File: src/cpu_cfg_pkg.sv
package cpu_cfg_pkg;

    // Datapath and register index widths
    localparam int unsigned XLEN       = 32;
    localparam int unsigned REG_ADDR_W = 5;

    typedef logic [XLEN-1:0]       word_t;
    typedef logic [REG_ADDR_W-1:0] reg_addr_t;

    // First fetch address after reset
    localparam word_t RESET_PC = '0;

endpackage

File: src/isa_pkg.sv
package isa_pkg;

    typedef enum logic [5:0] {
        OP_RTYPE = 6'h00,
        OP_J     = 6'h02,
        OP_BEQ   = 6'h04,
        OP_BNE   = 6'h05,
        OP_ADDIU = 6'h09,
        OP_LUI   = 6'h0f,
        OP_LW    = 6'h23,
        OP_SW    = 6'h2b
    } opcode_e;

    typedef enum logic [5:0] {
        FN_ADDU = 6'h21,
        FN_SUBU = 6'h23,
        FN_AND  = 6'h24,
        FN_OR   = 6'h25,
        FN_SLT  = 6'h2a
    } funct_e;

    // PASS_B serves lui
    typedef enum logic [2:0] {
        ALU_ADD,
        ALU_SUB,
        ALU_AND,
        ALU_OR,
        ALU_SLT,
        ALU_PASS_B
    } alu_op_e;

    typedef struct packed {
        logic               valid;
        cpu_cfg_pkg::word_t instr;
        cpu_cfg_pkg::word_t pc_plus4;
    } if_id_t;

    typedef struct packed {
        logic                   valid;
        cpu_cfg_pkg::word_t     pc_plus4;
        cpu_cfg_pkg::word_t     op_a;
        cpu_cfg_pkg::word_t     op_b;
        cpu_cfg_pkg::word_t     imm;
        cpu_cfg_pkg::reg_addr_t rs;
        cpu_cfg_pkg::reg_addr_t rt;
        cpu_cfg_pkg::reg_addr_t dest;
        alu_op_e                alu_op;
        logic                   use_imm;
        logic                   reg_write;
        logic                   mem_read;
        logic                   mem_write;
        logic                   beq;
        logic                   bne;
        logic                   jump;
        logic [25:0]            jump_index;
    } id_ex_t;

    typedef struct packed {
        logic                   valid;
        cpu_cfg_pkg::word_t     result;
        cpu_cfg_pkg::word_t     store_data;
        cpu_cfg_pkg::reg_addr_t dest;
        logic                   reg_write;
        logic                   mem_read;
        logic                   mem_write;
    } ex_mem_t;

    typedef struct packed {
        logic                   valid;
        cpu_cfg_pkg::word_t     result;
        cpu_cfg_pkg::reg_addr_t dest;
        logic                   reg_write;
    } mem_wb_t;

endpackage

File: src/pipe_ctrl_if.sv
`timescale 1ns/10ps

interface pipe_ctrl_if;

    logic pc_stall;
    logic ifid_stall;
    logic ifid_flush;
    logic idex_stall;
    logic idex_flush;
    logic exmem_stall;
    logic memwb_stall;

    modport hazard (
        output pc_stall, ifid_stall, ifid_flush, idex_stall, idex_flush,
               exmem_stall, memwb_stall
    );

    modport stage (
        input pc_stall, ifid_stall, ifid_flush, idex_stall, idex_flush,
              exmem_stall, memwb_stall
    );

endinterface

File: src/pipe_reg.sv
`timescale 1ns/10ps

module pipe_reg #(
    parameter type payload_t = logic
) (
    input  logic     clk,
    input  logic     arst_n_i,
    input  logic     stall_i,
    input  logic     flush_i,
    input  payload_t d_i,
    output payload_t q_o
);

    // All-zero payload is a bubble with valid low
    always_ff @(posedge clk or negedge arst_n_i) begin
        if (!arst_n_i) begin
            q_o <= '0;
        end else if (flush_i) begin
            q_o <= '0;
        end else if (!stall_i) begin
            q_o <= d_i;
        end
    end

endmodule

File: src/decoder.sv
`timescale 1ns/10ps

module decoder (
    input  isa_pkg::if_id_t    if_id_i,
    input  cpu_cfg_pkg::word_t rs_data_i,
    input  cpu_cfg_pkg::word_t rt_data_i,
    output isa_pkg::id_ex_t    id_ex_o
);

    import isa_pkg::*;

    opcode_e     opcode;
    funct_e      funct;
    logic [15:0] imm16;
    logic        legal;

    assign opcode = opcode_e'(if_id_i.instr[31:26]);
    assign funct  = funct_e'(if_id_i.instr[5:0]);
    assign imm16  = if_id_i.instr[15:0];

    always_comb begin
        id_ex_o            = '0;
        id_ex_o.pc_plus4   = if_id_i.pc_plus4;
        id_ex_o.op_a       = rs_data_i;
        id_ex_o.op_b       = rt_data_i;
        id_ex_o.imm        = {{16{imm16[15]}}, imm16};
        id_ex_o.rs         = if_id_i.instr[25:21];
        id_ex_o.rt         = if_id_i.instr[20:16];
        id_ex_o.dest       = if_id_i.instr[20:16];
        id_ex_o.jump_index = if_id_i.instr[25:0];
        legal              = 1'b1;

        case (opcode)
            OP_RTYPE: begin
                id_ex_o.dest      = if_id_i.instr[15:11];
                id_ex_o.reg_write = 1'b1;
                case (funct)
                    FN_ADDU: id_ex_o.alu_op = ALU_ADD;
                    FN_SUBU: id_ex_o.alu_op = ALU_SUB;
                    FN_AND:  id_ex_o.alu_op = ALU_AND;
                    FN_OR:   id_ex_o.alu_op = ALU_OR;
                    FN_SLT:  id_ex_o.alu_op = ALU_SLT;
                    default: legal = 1'b0;
                endcase
            end
            OP_ADDIU: begin
                id_ex_o.alu_op    = ALU_ADD;
                id_ex_o.use_imm   = 1'b1;
                id_ex_o.reg_write = 1'b1;
            end
            OP_LUI: begin
                id_ex_o.imm       = {imm16, 16'h0000};
                id_ex_o.alu_op    = ALU_PASS_B;
                id_ex_o.use_imm   = 1'b1;
                id_ex_o.reg_write = 1'b1;
            end
            OP_LW: begin
                id_ex_o.alu_op    = ALU_ADD;
                id_ex_o.use_imm   = 1'b1;
                id_ex_o.reg_write = 1'b1;
                id_ex_o.mem_read  = 1'b1;
            end
            OP_SW: begin
                id_ex_o.alu_op    = ALU_ADD;
                id_ex_o.use_imm   = 1'b1;
                id_ex_o.mem_write = 1'b1;
            end
            OP_BEQ:  id_ex_o.beq  = 1'b1;
            OP_BNE:  id_ex_o.bne  = 1'b1;
            OP_J:    id_ex_o.jump = 1'b1;
            default: legal = 1'b0;
        endcase

        // Unknown encodings and empty slots go down the pipe as nops
        if (legal && if_id_i.valid) begin
            id_ex_o.valid = 1'b1;
        end else begin
            id_ex_o = '0;
        end
    end

endmodule

File: src/reg_file.sv
`timescale 1ns/10ps

module reg_file #(
    parameter int unsigned NUM_REGS = 32
) (
    input  logic                   clk,
    input  logic                   arst_n_i,
    input  cpu_cfg_pkg::reg_addr_t rs_addr_i,
    input  cpu_cfg_pkg::reg_addr_t rt_addr_i,
    input  isa_pkg::mem_wb_t       wb_i,
    output cpu_cfg_pkg::word_t     rs_data_o,
    output cpu_cfg_pkg::word_t     rt_data_o
);

    import cpu_cfg_pkg::*;

    word_t regs [NUM_REGS];
    logic  wr_en;

    // Register zero is never written
    assign wr_en = wb_i.valid && wb_i.reg_write && (wb_i.dest != '0);

    always_ff @(posedge clk or negedge arst_n_i) begin
        if (!arst_n_i) begin
            for (int i = 0; i < NUM_REGS; i++) begin
                regs[i] <= '0;
            end
        end else if (wr_en) begin
            regs[wb_i.dest] <= wb_i.result;
        end
    end

    // Same-cycle write shows through to decode
    function automatic word_t read_port(input reg_addr_t addr);
        word_t value;
        if (addr == '0) begin
            value = '0;
        end else if (wr_en && (wb_i.dest == addr)) begin
            value = wb_i.result;
        end else begin
            value = regs[addr];
        end
        return value;
    endfunction

    always_comb begin
        rs_data_o = read_port(rs_addr_i);
        rt_data_o = read_port(rt_addr_i);
    end

endmodule

File: src/hazard_unit.sv
`timescale 1ns/10ps

module hazard_unit (
    input  isa_pkg::id_ex_t        id_ex_i,
    input  cpu_cfg_pkg::reg_addr_t rs_addr_i,
    input  cpu_cfg_pkg::reg_addr_t rt_addr_i,
    input  logic                   redirect_i,
    input  logic                   mem_stall_i,
    pipe_ctrl_if.hazard            ctrl
);

    logic load_use;

    // Load in execute feeding an operand of the instruction in decode
    assign load_use = id_ex_i.valid && id_ex_i.mem_read && (id_ex_i.dest != '0) &&
                      ((id_ex_i.dest == rs_addr_i) || (id_ex_i.dest == rt_addr_i));

    //////////////////////////////////////////////////
    // Stage controls
    //////////////////////////////////////////////////

    // Memory stall freezes every stage
    assign ctrl.pc_stall    = mem_stall_i || load_use;
    assign ctrl.ifid_stall  = mem_stall_i || load_use;
    assign ctrl.idex_stall  = mem_stall_i;
    assign ctrl.exmem_stall = mem_stall_i;
    assign ctrl.memwb_stall = mem_stall_i;

    // Flushes only fire when the pipe moves
    assign ctrl.ifid_flush  = redirect_i && !mem_stall_i;
    assign ctrl.idex_flush  = load_use && !mem_stall_i;

endmodule

File: src/execute_unit.sv
`timescale 1ns/10ps

module execute_unit (
    input  isa_pkg::id_ex_t    id_ex_i,
    input  isa_pkg::ex_mem_t   ex_mem_i,
    input  isa_pkg::mem_wb_t   mem_wb_i,
    input  cpu_cfg_pkg::word_t wb_data_i,
    output isa_pkg::ex_mem_t   ex_mem_o,
    output logic               redirect_o,
    output cpu_cfg_pkg::word_t target_o
);

    import cpu_cfg_pkg::*;
    import isa_pkg::*;

    word_t src_a;
    word_t src_b;
    word_t alu_b;
    word_t alu_res;
    logic  taken;

    // Younger EX/MEM result wins over write-back
    // Loads in EX/MEM are left to the load-use stall
    function automatic word_t forward(input reg_addr_t src, input word_t reg_val);
        word_t value;
        value = reg_val;
        if (src != '0) begin
            if (ex_mem_i.valid && ex_mem_i.reg_write && !ex_mem_i.mem_read &&
                (ex_mem_i.dest == src)) begin
                value = ex_mem_i.result;
            end else if (mem_wb_i.valid && mem_wb_i.reg_write && (mem_wb_i.dest == src)) begin
                value = wb_data_i;
            end
        end
        return value;
    endfunction

    always_comb begin
        src_a = forward(id_ex_i.rs, id_ex_i.op_a);
        src_b = forward(id_ex_i.rt, id_ex_i.op_b);
        alu_b = id_ex_i.use_imm ? id_ex_i.imm : src_b;

        case (id_ex_i.alu_op)
            ALU_ADD: alu_res = src_a + alu_b;
            ALU_SUB: alu_res = src_a - alu_b;
            ALU_AND: alu_res = src_a & alu_b;
            ALU_OR:  alu_res = src_a | alu_b;
            ALU_SLT: alu_res = {{(XLEN-1){1'b0}}, $signed(src_a) < $signed(alu_b)};
            default: alu_res = alu_b;
        endcase

        ex_mem_o.valid      = id_ex_i.valid;
        ex_mem_o.result     = alu_res;
        ex_mem_o.store_data = src_b;
        ex_mem_o.dest       = id_ex_i.dest;
        ex_mem_o.reg_write  = id_ex_i.reg_write;
        ex_mem_o.mem_read   = id_ex_i.mem_read;
        ex_mem_o.mem_write  = id_ex_i.mem_write;
    end

    //////////////////////////////////////////////////
    // Branch and jump resolution
    //////////////////////////////////////////////////

    assign taken = id_ex_i.jump ||
                   (id_ex_i.beq && (src_a == src_b)) ||
                   (id_ex_i.bne && (src_a != src_b));

    assign redirect_o = id_ex_i.valid && taken;

    assign target_o = id_ex_i.jump ?
                      {id_ex_i.pc_plus4[XLEN-1:XLEN-4], id_ex_i.jump_index, 2'b00} :
                      id_ex_i.pc_plus4 + {id_ex_i.imm[XLEN-3:0], 2'b00};

endmodule

File: src/cpu_top.sv
`timescale 1ns/10ps

module cpu_top #(
    parameter int unsigned NUM_REGS = 32
) (
    input  logic               clk,
    input  logic               arst_n_i,
    output cpu_cfg_pkg::word_t instr_addr_o,
    input  cpu_cfg_pkg::word_t instr_i,
    output cpu_cfg_pkg::word_t data_addr_o,
    output cpu_cfg_pkg::word_t data_wdata_o,
    input  cpu_cfg_pkg::word_t data_rdata_i,
    output logic               data_rd_o,
    output logic               data_wr_o,
    input  logic               mem_stall_i
);

    import cpu_cfg_pkg::*;
    import isa_pkg::*;

    pipe_ctrl_if ctrl ();

    word_t     pc_q;
    word_t     pc_plus4;
    word_t     pc_next;
    word_t     target;
    logic      redirect;
    reg_addr_t rs_addr;
    reg_addr_t rt_addr;
    word_t     rs_data;
    word_t     rt_data;
    word_t     wb_data;
    if_id_t    if_id_d;
    if_id_t    if_id_q;
    id_ex_t    id_ex_d;
    id_ex_t    id_ex_q;
    ex_mem_t   ex_mem_d;
    ex_mem_t   ex_mem_q;
    mem_wb_t   mem_wb_d;
    mem_wb_t   mem_wb_q;

    //////////////////////////////////////////////////
    // Fetch
    //////////////////////////////////////////////////

    assign pc_plus4 = pc_q + XLEN'(4);
    assign pc_next  = redirect ? target : pc_plus4;

    always_ff @(posedge clk or negedge arst_n_i) begin
        if (!arst_n_i) begin
            pc_q <= RESET_PC;
        end else if (!ctrl.pc_stall) begin
            pc_q <= pc_next;
        end
    end

    assign instr_addr_o = pc_q;
    assign if_id_d      = '{valid: 1'b1, instr: instr_i, pc_plus4: pc_plus4};

    pipe_reg #(.payload_t(if_id_t)) u_if_id (
        .clk      (clk),
        .arst_n_i (arst_n_i),
        .stall_i  (ctrl.ifid_stall),
        .flush_i  (ctrl.ifid_flush),
        .d_i      (if_id_d),
        .q_o      (if_id_q)
    );

    //////////////////////////////////////////////////
    // Decode
    //////////////////////////////////////////////////

    assign rs_addr = if_id_q.instr[25:21];
    assign rt_addr = if_id_q.instr[20:16];

    reg_file #(.NUM_REGS(NUM_REGS)) u_reg_file (
        .clk       (clk),
        .arst_n_i  (arst_n_i),
        .rs_addr_i (rs_addr),
        .rt_addr_i (rt_addr),
        .wb_i      (mem_wb_q),
        .rs_data_o (rs_data),
        .rt_data_o (rt_data)
    );

    decoder u_decoder (
        .if_id_i   (if_id_q),
        .rs_data_i (rs_data),
        .rt_data_i (rt_data),
        .id_ex_o   (id_ex_d)
    );

    hazard_unit u_hazard (
        .id_ex_i     (id_ex_q),
        .rs_addr_i   (rs_addr),
        .rt_addr_i   (rt_addr),
        .redirect_i  (redirect),
        .mem_stall_i (mem_stall_i),
        .ctrl        (ctrl)
    );

    pipe_reg #(.payload_t(id_ex_t)) u_id_ex (
        .clk      (clk),
        .arst_n_i (arst_n_i),
        .stall_i  (ctrl.idex_stall),
        .flush_i  (ctrl.idex_flush),
        .d_i      (id_ex_d),
        .q_o      (id_ex_q)
    );

    //////////////////////////////////////////////////
    // Execute
    //////////////////////////////////////////////////

    execute_unit u_execute (
        .id_ex_i    (id_ex_q),
        .ex_mem_i   (ex_mem_q),
        .mem_wb_i   (mem_wb_q),
        .wb_data_i  (wb_data),
        .ex_mem_o   (ex_mem_d),
        .redirect_o (redirect),
        .target_o   (target)
    );

    pipe_reg #(.payload_t(ex_mem_t)) u_ex_mem (
        .clk      (clk),
        .arst_n_i (arst_n_i),
        .stall_i  (ctrl.exmem_stall),
        .flush_i  (1'b0),
        .d_i      (ex_mem_d),
        .q_o      (ex_mem_q)
    );

    //////////////////////////////////////////////////
    // Memory and write-back
    //////////////////////////////////////////////////

    assign data_addr_o  = ex_mem_q.result;
    assign data_wdata_o = ex_mem_q.store_data;
    assign data_rd_o    = ex_mem_q.valid && ex_mem_q.mem_read;
    assign data_wr_o    = ex_mem_q.valid && ex_mem_q.mem_write;

    // Load data replaces the address for lw
    assign mem_wb_d = '{
        valid:     ex_mem_q.valid,
        result:    ex_mem_q.mem_read ? data_rdata_i : ex_mem_q.result,
        dest:      ex_mem_q.dest,
        reg_write: ex_mem_q.reg_write
    };

    pipe_reg #(.payload_t(mem_wb_t)) u_mem_wb (
        .clk      (clk),
        .arst_n_i (arst_n_i),
        .stall_i  (ctrl.memwb_stall),
        .flush_i  (1'b0),
        .d_i      (mem_wb_d),
        .q_o      (mem_wb_q)
    );

    assign wb_data = mem_wb_q.result;

endmodule

File: config.mk
export PLATFORM = sky130hd
export DESIGN_NAME = cpu_top
export DESIGN_NICKNAME = d
export VERILOG_FILES = /design/src/cpu_cfg_pkg.sv /design/src/isa_pkg.sv /design/src/pipe_ctrl_if.sv /design/src/pipe_reg.sv /design/src/decoder.sv /design/src/reg_file.sv /design/src/hazard_unit.sv /design/src/execute_unit.sv /design/src/cpu_top.sv
export SDC_FILE = /design/constraint.sdc
export NUM_CORES = 2
export LEC_CHECK = 0
export BUFFER_PORTS_ARGS = -buffer_cell sky130_fd_sc_hd__buf_4
export CAP_MARGIN = 15
export CORE_AREA = 4 4 451 453
export DETAILED_ROUTE_END_ITERATION = 8
export DIE_AREA = 0 0 455 457
export HOLD_SLACK_MARGIN = 0.03
export SLEW_MARGIN = 20
export SYNTH_ARGS = -nofsm -noshare
export SYNTH_HDL_FRONTEND = slang
export SYNTH_SLANG_ARGS = --single-unit
export TNS_END_PERCENT = 50
File: constraint.sdc
create_clock -name clk -period 4.6 [get_ports clk]
set_input_delay 0.23 -clock clk [delete_from_list [all_inputs] [get_ports clk]]
set_output_delay 0.23 -clock clk [all_outputs]
set_load 0.1 [all_outputs]
==> summary.txt <==
R2R Path Start: u_id_ex.q_o[18]
Total Routing Usage GR: 0.267
Clock sink count: 1402
Max VDD drop: 0.277 mV
Worst R2R Path Depth: 23
Initial Utilization: 0.398
Hold_ws: 0.0432 ns
TritonCTS clock tree: done
Drt wl/cell: 29.4 um
Min-Delay Path Class: in -> async
DR vias/cell: 6.10
Routed WL: 282000 um
CTS Buf Count: 156
Clock-pin slew on the worst setup and hold paths: 0.06 ns
1st-iter DRT viols: 5414
Max FO, Critical Path: 8
Routed Antenna Nets: 0
RSZ-0062 raised after global routing: yes
Failing checks: setup timing
Synth Net Count: 6683
Tcrit/Tclk final: 1.08
Total core area: 199000 sq um
Largest delay contributor family on the critical path: compound AO/OA/AOI/OAI gates
Die area: 208000 sq um
Startpoint Class: register
Crit-path max cell delay: 0.44 ns
Fraction of layout cells with a size suffix above 1: 0.422
Critical Path RT: 5.30 ns
Final Setup Violations: 17
Fillers: 17700
Synth Cell Area: 79300 sq um
Post-synth EDFFs: 0
Die span in y: 457 um
Yosys warns: 0
Setup Crit Path Kind: reg -> reg
Clock Latency Late Sink: 0.84 ns
Die X: 455 um
Post-Layout Cell Count: 9604
Critical Path AT: 5.65 ns
Area leader, netlist: dfrtp_1
Slowest CP cell: dfrtp_2
FF-to-FF End: u_ex_mem.q_o[65]
Pwr Density: 368 nW/um^2
Commonest non-fill, non-tap cell in the layout: dfrtp_1
Leak pwr: 0.0425 uW
Top post-synthesis cells by area: dfrtp_1 44%, mux2_2 15%, mux4_2 13%, mux2i_1 3.0%, clkbuf_1 2.3%
DP HPWL: 184000 um
Largest net degree at the start of global routing: 136
Drt pass-1 iters: 7
Most frequent cells in the layout: 1384 x dfrtp_1, 1082 x mux2_2, 736 x buf_4
Ys async rst share: 1.00
CP endpoint kind: register
Antenna violations before repair: 8
Count of different cell masters after synthesis: 93
Gpl congestion: 0.988
First-pass GRT wire length: 413000 um
DRC: 0
Synth Instances: 6489
Avg Cell Area, Syn: 12.2 sq um
Worst path most repeated cell: buf_6
DR vias: 58600
Top FF cell, synth: dfrtp_1
# IOs: 165
Seq cells post-synth: 1402
H-tree levels: 4
Footprint of the multi-input gates: 42000 sq um
Number of I/O port buffers: 164
Seq/Total Area, Yosys: 0.442
Final WS setup: -0.351 ns
Nets: 7012
Worst-path cell chain: xor2_1 -> nor4_2 -> nor3b_4 -> o22a_4 -> buf_6 -> o221ai_4 -> nor2_2 -> a21oi_2 -> inv_2 -> ha_4 -> buf_6 -> o21bai_4 -> a21oi_4 -> o31ai_4 -> a221oi_4 -> o41a_1 -> and2_4 -> o32ai_4 -> buf_4 -> a311oi_2 -> xnor2_1 -> a221oi_1 -> o21ai_1
Skew final: 0.0384 ns
FMAX: 202 MHz
# rows: 164
Status: finished with violations
Synthesis-to-layout area growth: 18.6%
Maxcap violations: 0
Rel. slew slack: 0.278
Top cell type's share of synthesized area: 0.442
Vias in the first global route: 59300
Cell total after placement: 9196
Worst-Margin Slew: 1.08 ns
Final slew viol count: 0
Post-route minimum period: 4.95 ns
Register Area: 35100 sq um
Hold Fails Final Rpt: 0
Grt total ovfl: 0
Clock root buffer: clkbuf_16
Reg2reg setup slack: -0.35 ns
Max Root-Sink Buffers: 3
CP Buf/Inv Count: 4
[cell type report]
class	count	area share
multi-input combinational	4242	0.447
tap	2656	0.0353
antenna	5	0.000133
clock inverter	52	0.00798
inverter	128	0.00522
sequential	1402	0.374
clock buffer	231	0.0489
timing repair buffer	888	0.0821
[synthesized netlist by cell type, types with 106 or more instances]
master	number
ha_1	125
clkbuf_1	488
nor2_1	201
dfrtp_1	1402
mux2i_1	237
o21ai_0	305
a22o_1	111
mux2_2	1084
mux4_2	455
a21oi_1	259
nand2_1	327
buf_1	106
o221ai_1	106
inv_1	126
[how the worst max path moves through the flow]
stage                    startpoint                to  slack, ns  cells after the start
global route        u_id_ex.q_o[18]  u_ex_mem.q_o[71]      -0.48                     25
finish              u_id_ex.q_o[18]  u_ex_mem.q_o[65]      -0.35                     23
CTS                 u_id_ex.q_o[17]  u_ex_mem.q_o[70]      -0.33                     25
global placement    u_id_ex.q_o[18]  u_ex_mem.q_o[71]      -0.68                     24
detailed placement  u_id_ex.q_o[18]  u_ex_mem.q_o[40]      -0.75                     20
floorplan           u_id_ex.q_o[20]  u_ex_mem.q_o[70]      -0.05                     24
[power by group]
group | switching [uW] | internal (uW)
logic | 5130 | 2900
registers | 718 | 12800
clock network | 5480 | 7600
total | 11300 | 23300
[state kept, by name (all words and copies together) (netlist names)]
name / count
u_if_id.q_o: 65
u_ex_mem.q_o: 73
u_id_ex.q_o: 169
u_mem_wb.q_o: 39
u_reg_file.regs: 1024
instr_addr_o: 32
[kinds of logic (layout without fill, tap and decap cells)]
group	Yosys count	in the layout	synth area share
and+or+nand+nor	968	968	0.0586
DFF	1402	1402	0.442
adders and majority gates	127	127	0.0202
muxes	1776	1776	0.313
xor gates and xnor gates	153	153	0.0169
other	0	5	0
AOI/OAI and AO/OA	1218	1218	0.104
buffers and inverters	845	1299	0.0448
[per-layer routing]
metal,vias to the layer above,wire [um],GRT usage
met4,0,13800,0.112
met1,30600,120000,0.374
met5,-,0,0
met3,596,21600,0.0474
li1,24800,-,-
met2,2526,127000,0.409
[per-stage QoR]
stage	worst slack (ns)	utilization	cell area, sq um	total power [uW]	setup TNS [ns]
6_report	-0.351	0.472	94000	34600	-3.29
3_3_place_gp	-0.679	0.434	86500	21200	-14.09
3_5_place_dp	-0.746	0.434	86500	21200	-22.50
2_1_floorplan	-0.0494	-	79400	18000	-0.137
4_1_cts	-0.326	0.468	93300	34600	-3.22
5_1_grt	-0.482	0.472	94000	35800	-7.27
[what timing repair did]
| item | CTS | global route |
|---|---|---|
| gates resized for setup | 131 | 117 |
| cloned | 0 | 1 |
| hold buffers | 70 | 0 |
| setup buffers | 32 | 24 |
| endpoints found under the setup margin | 122 | 123 |
| endpoints found under the hold margin | 295 | 0 |
| pin swaps | 57 | 55 |
No activity file was read; power rests on OpenSTA's default activity.
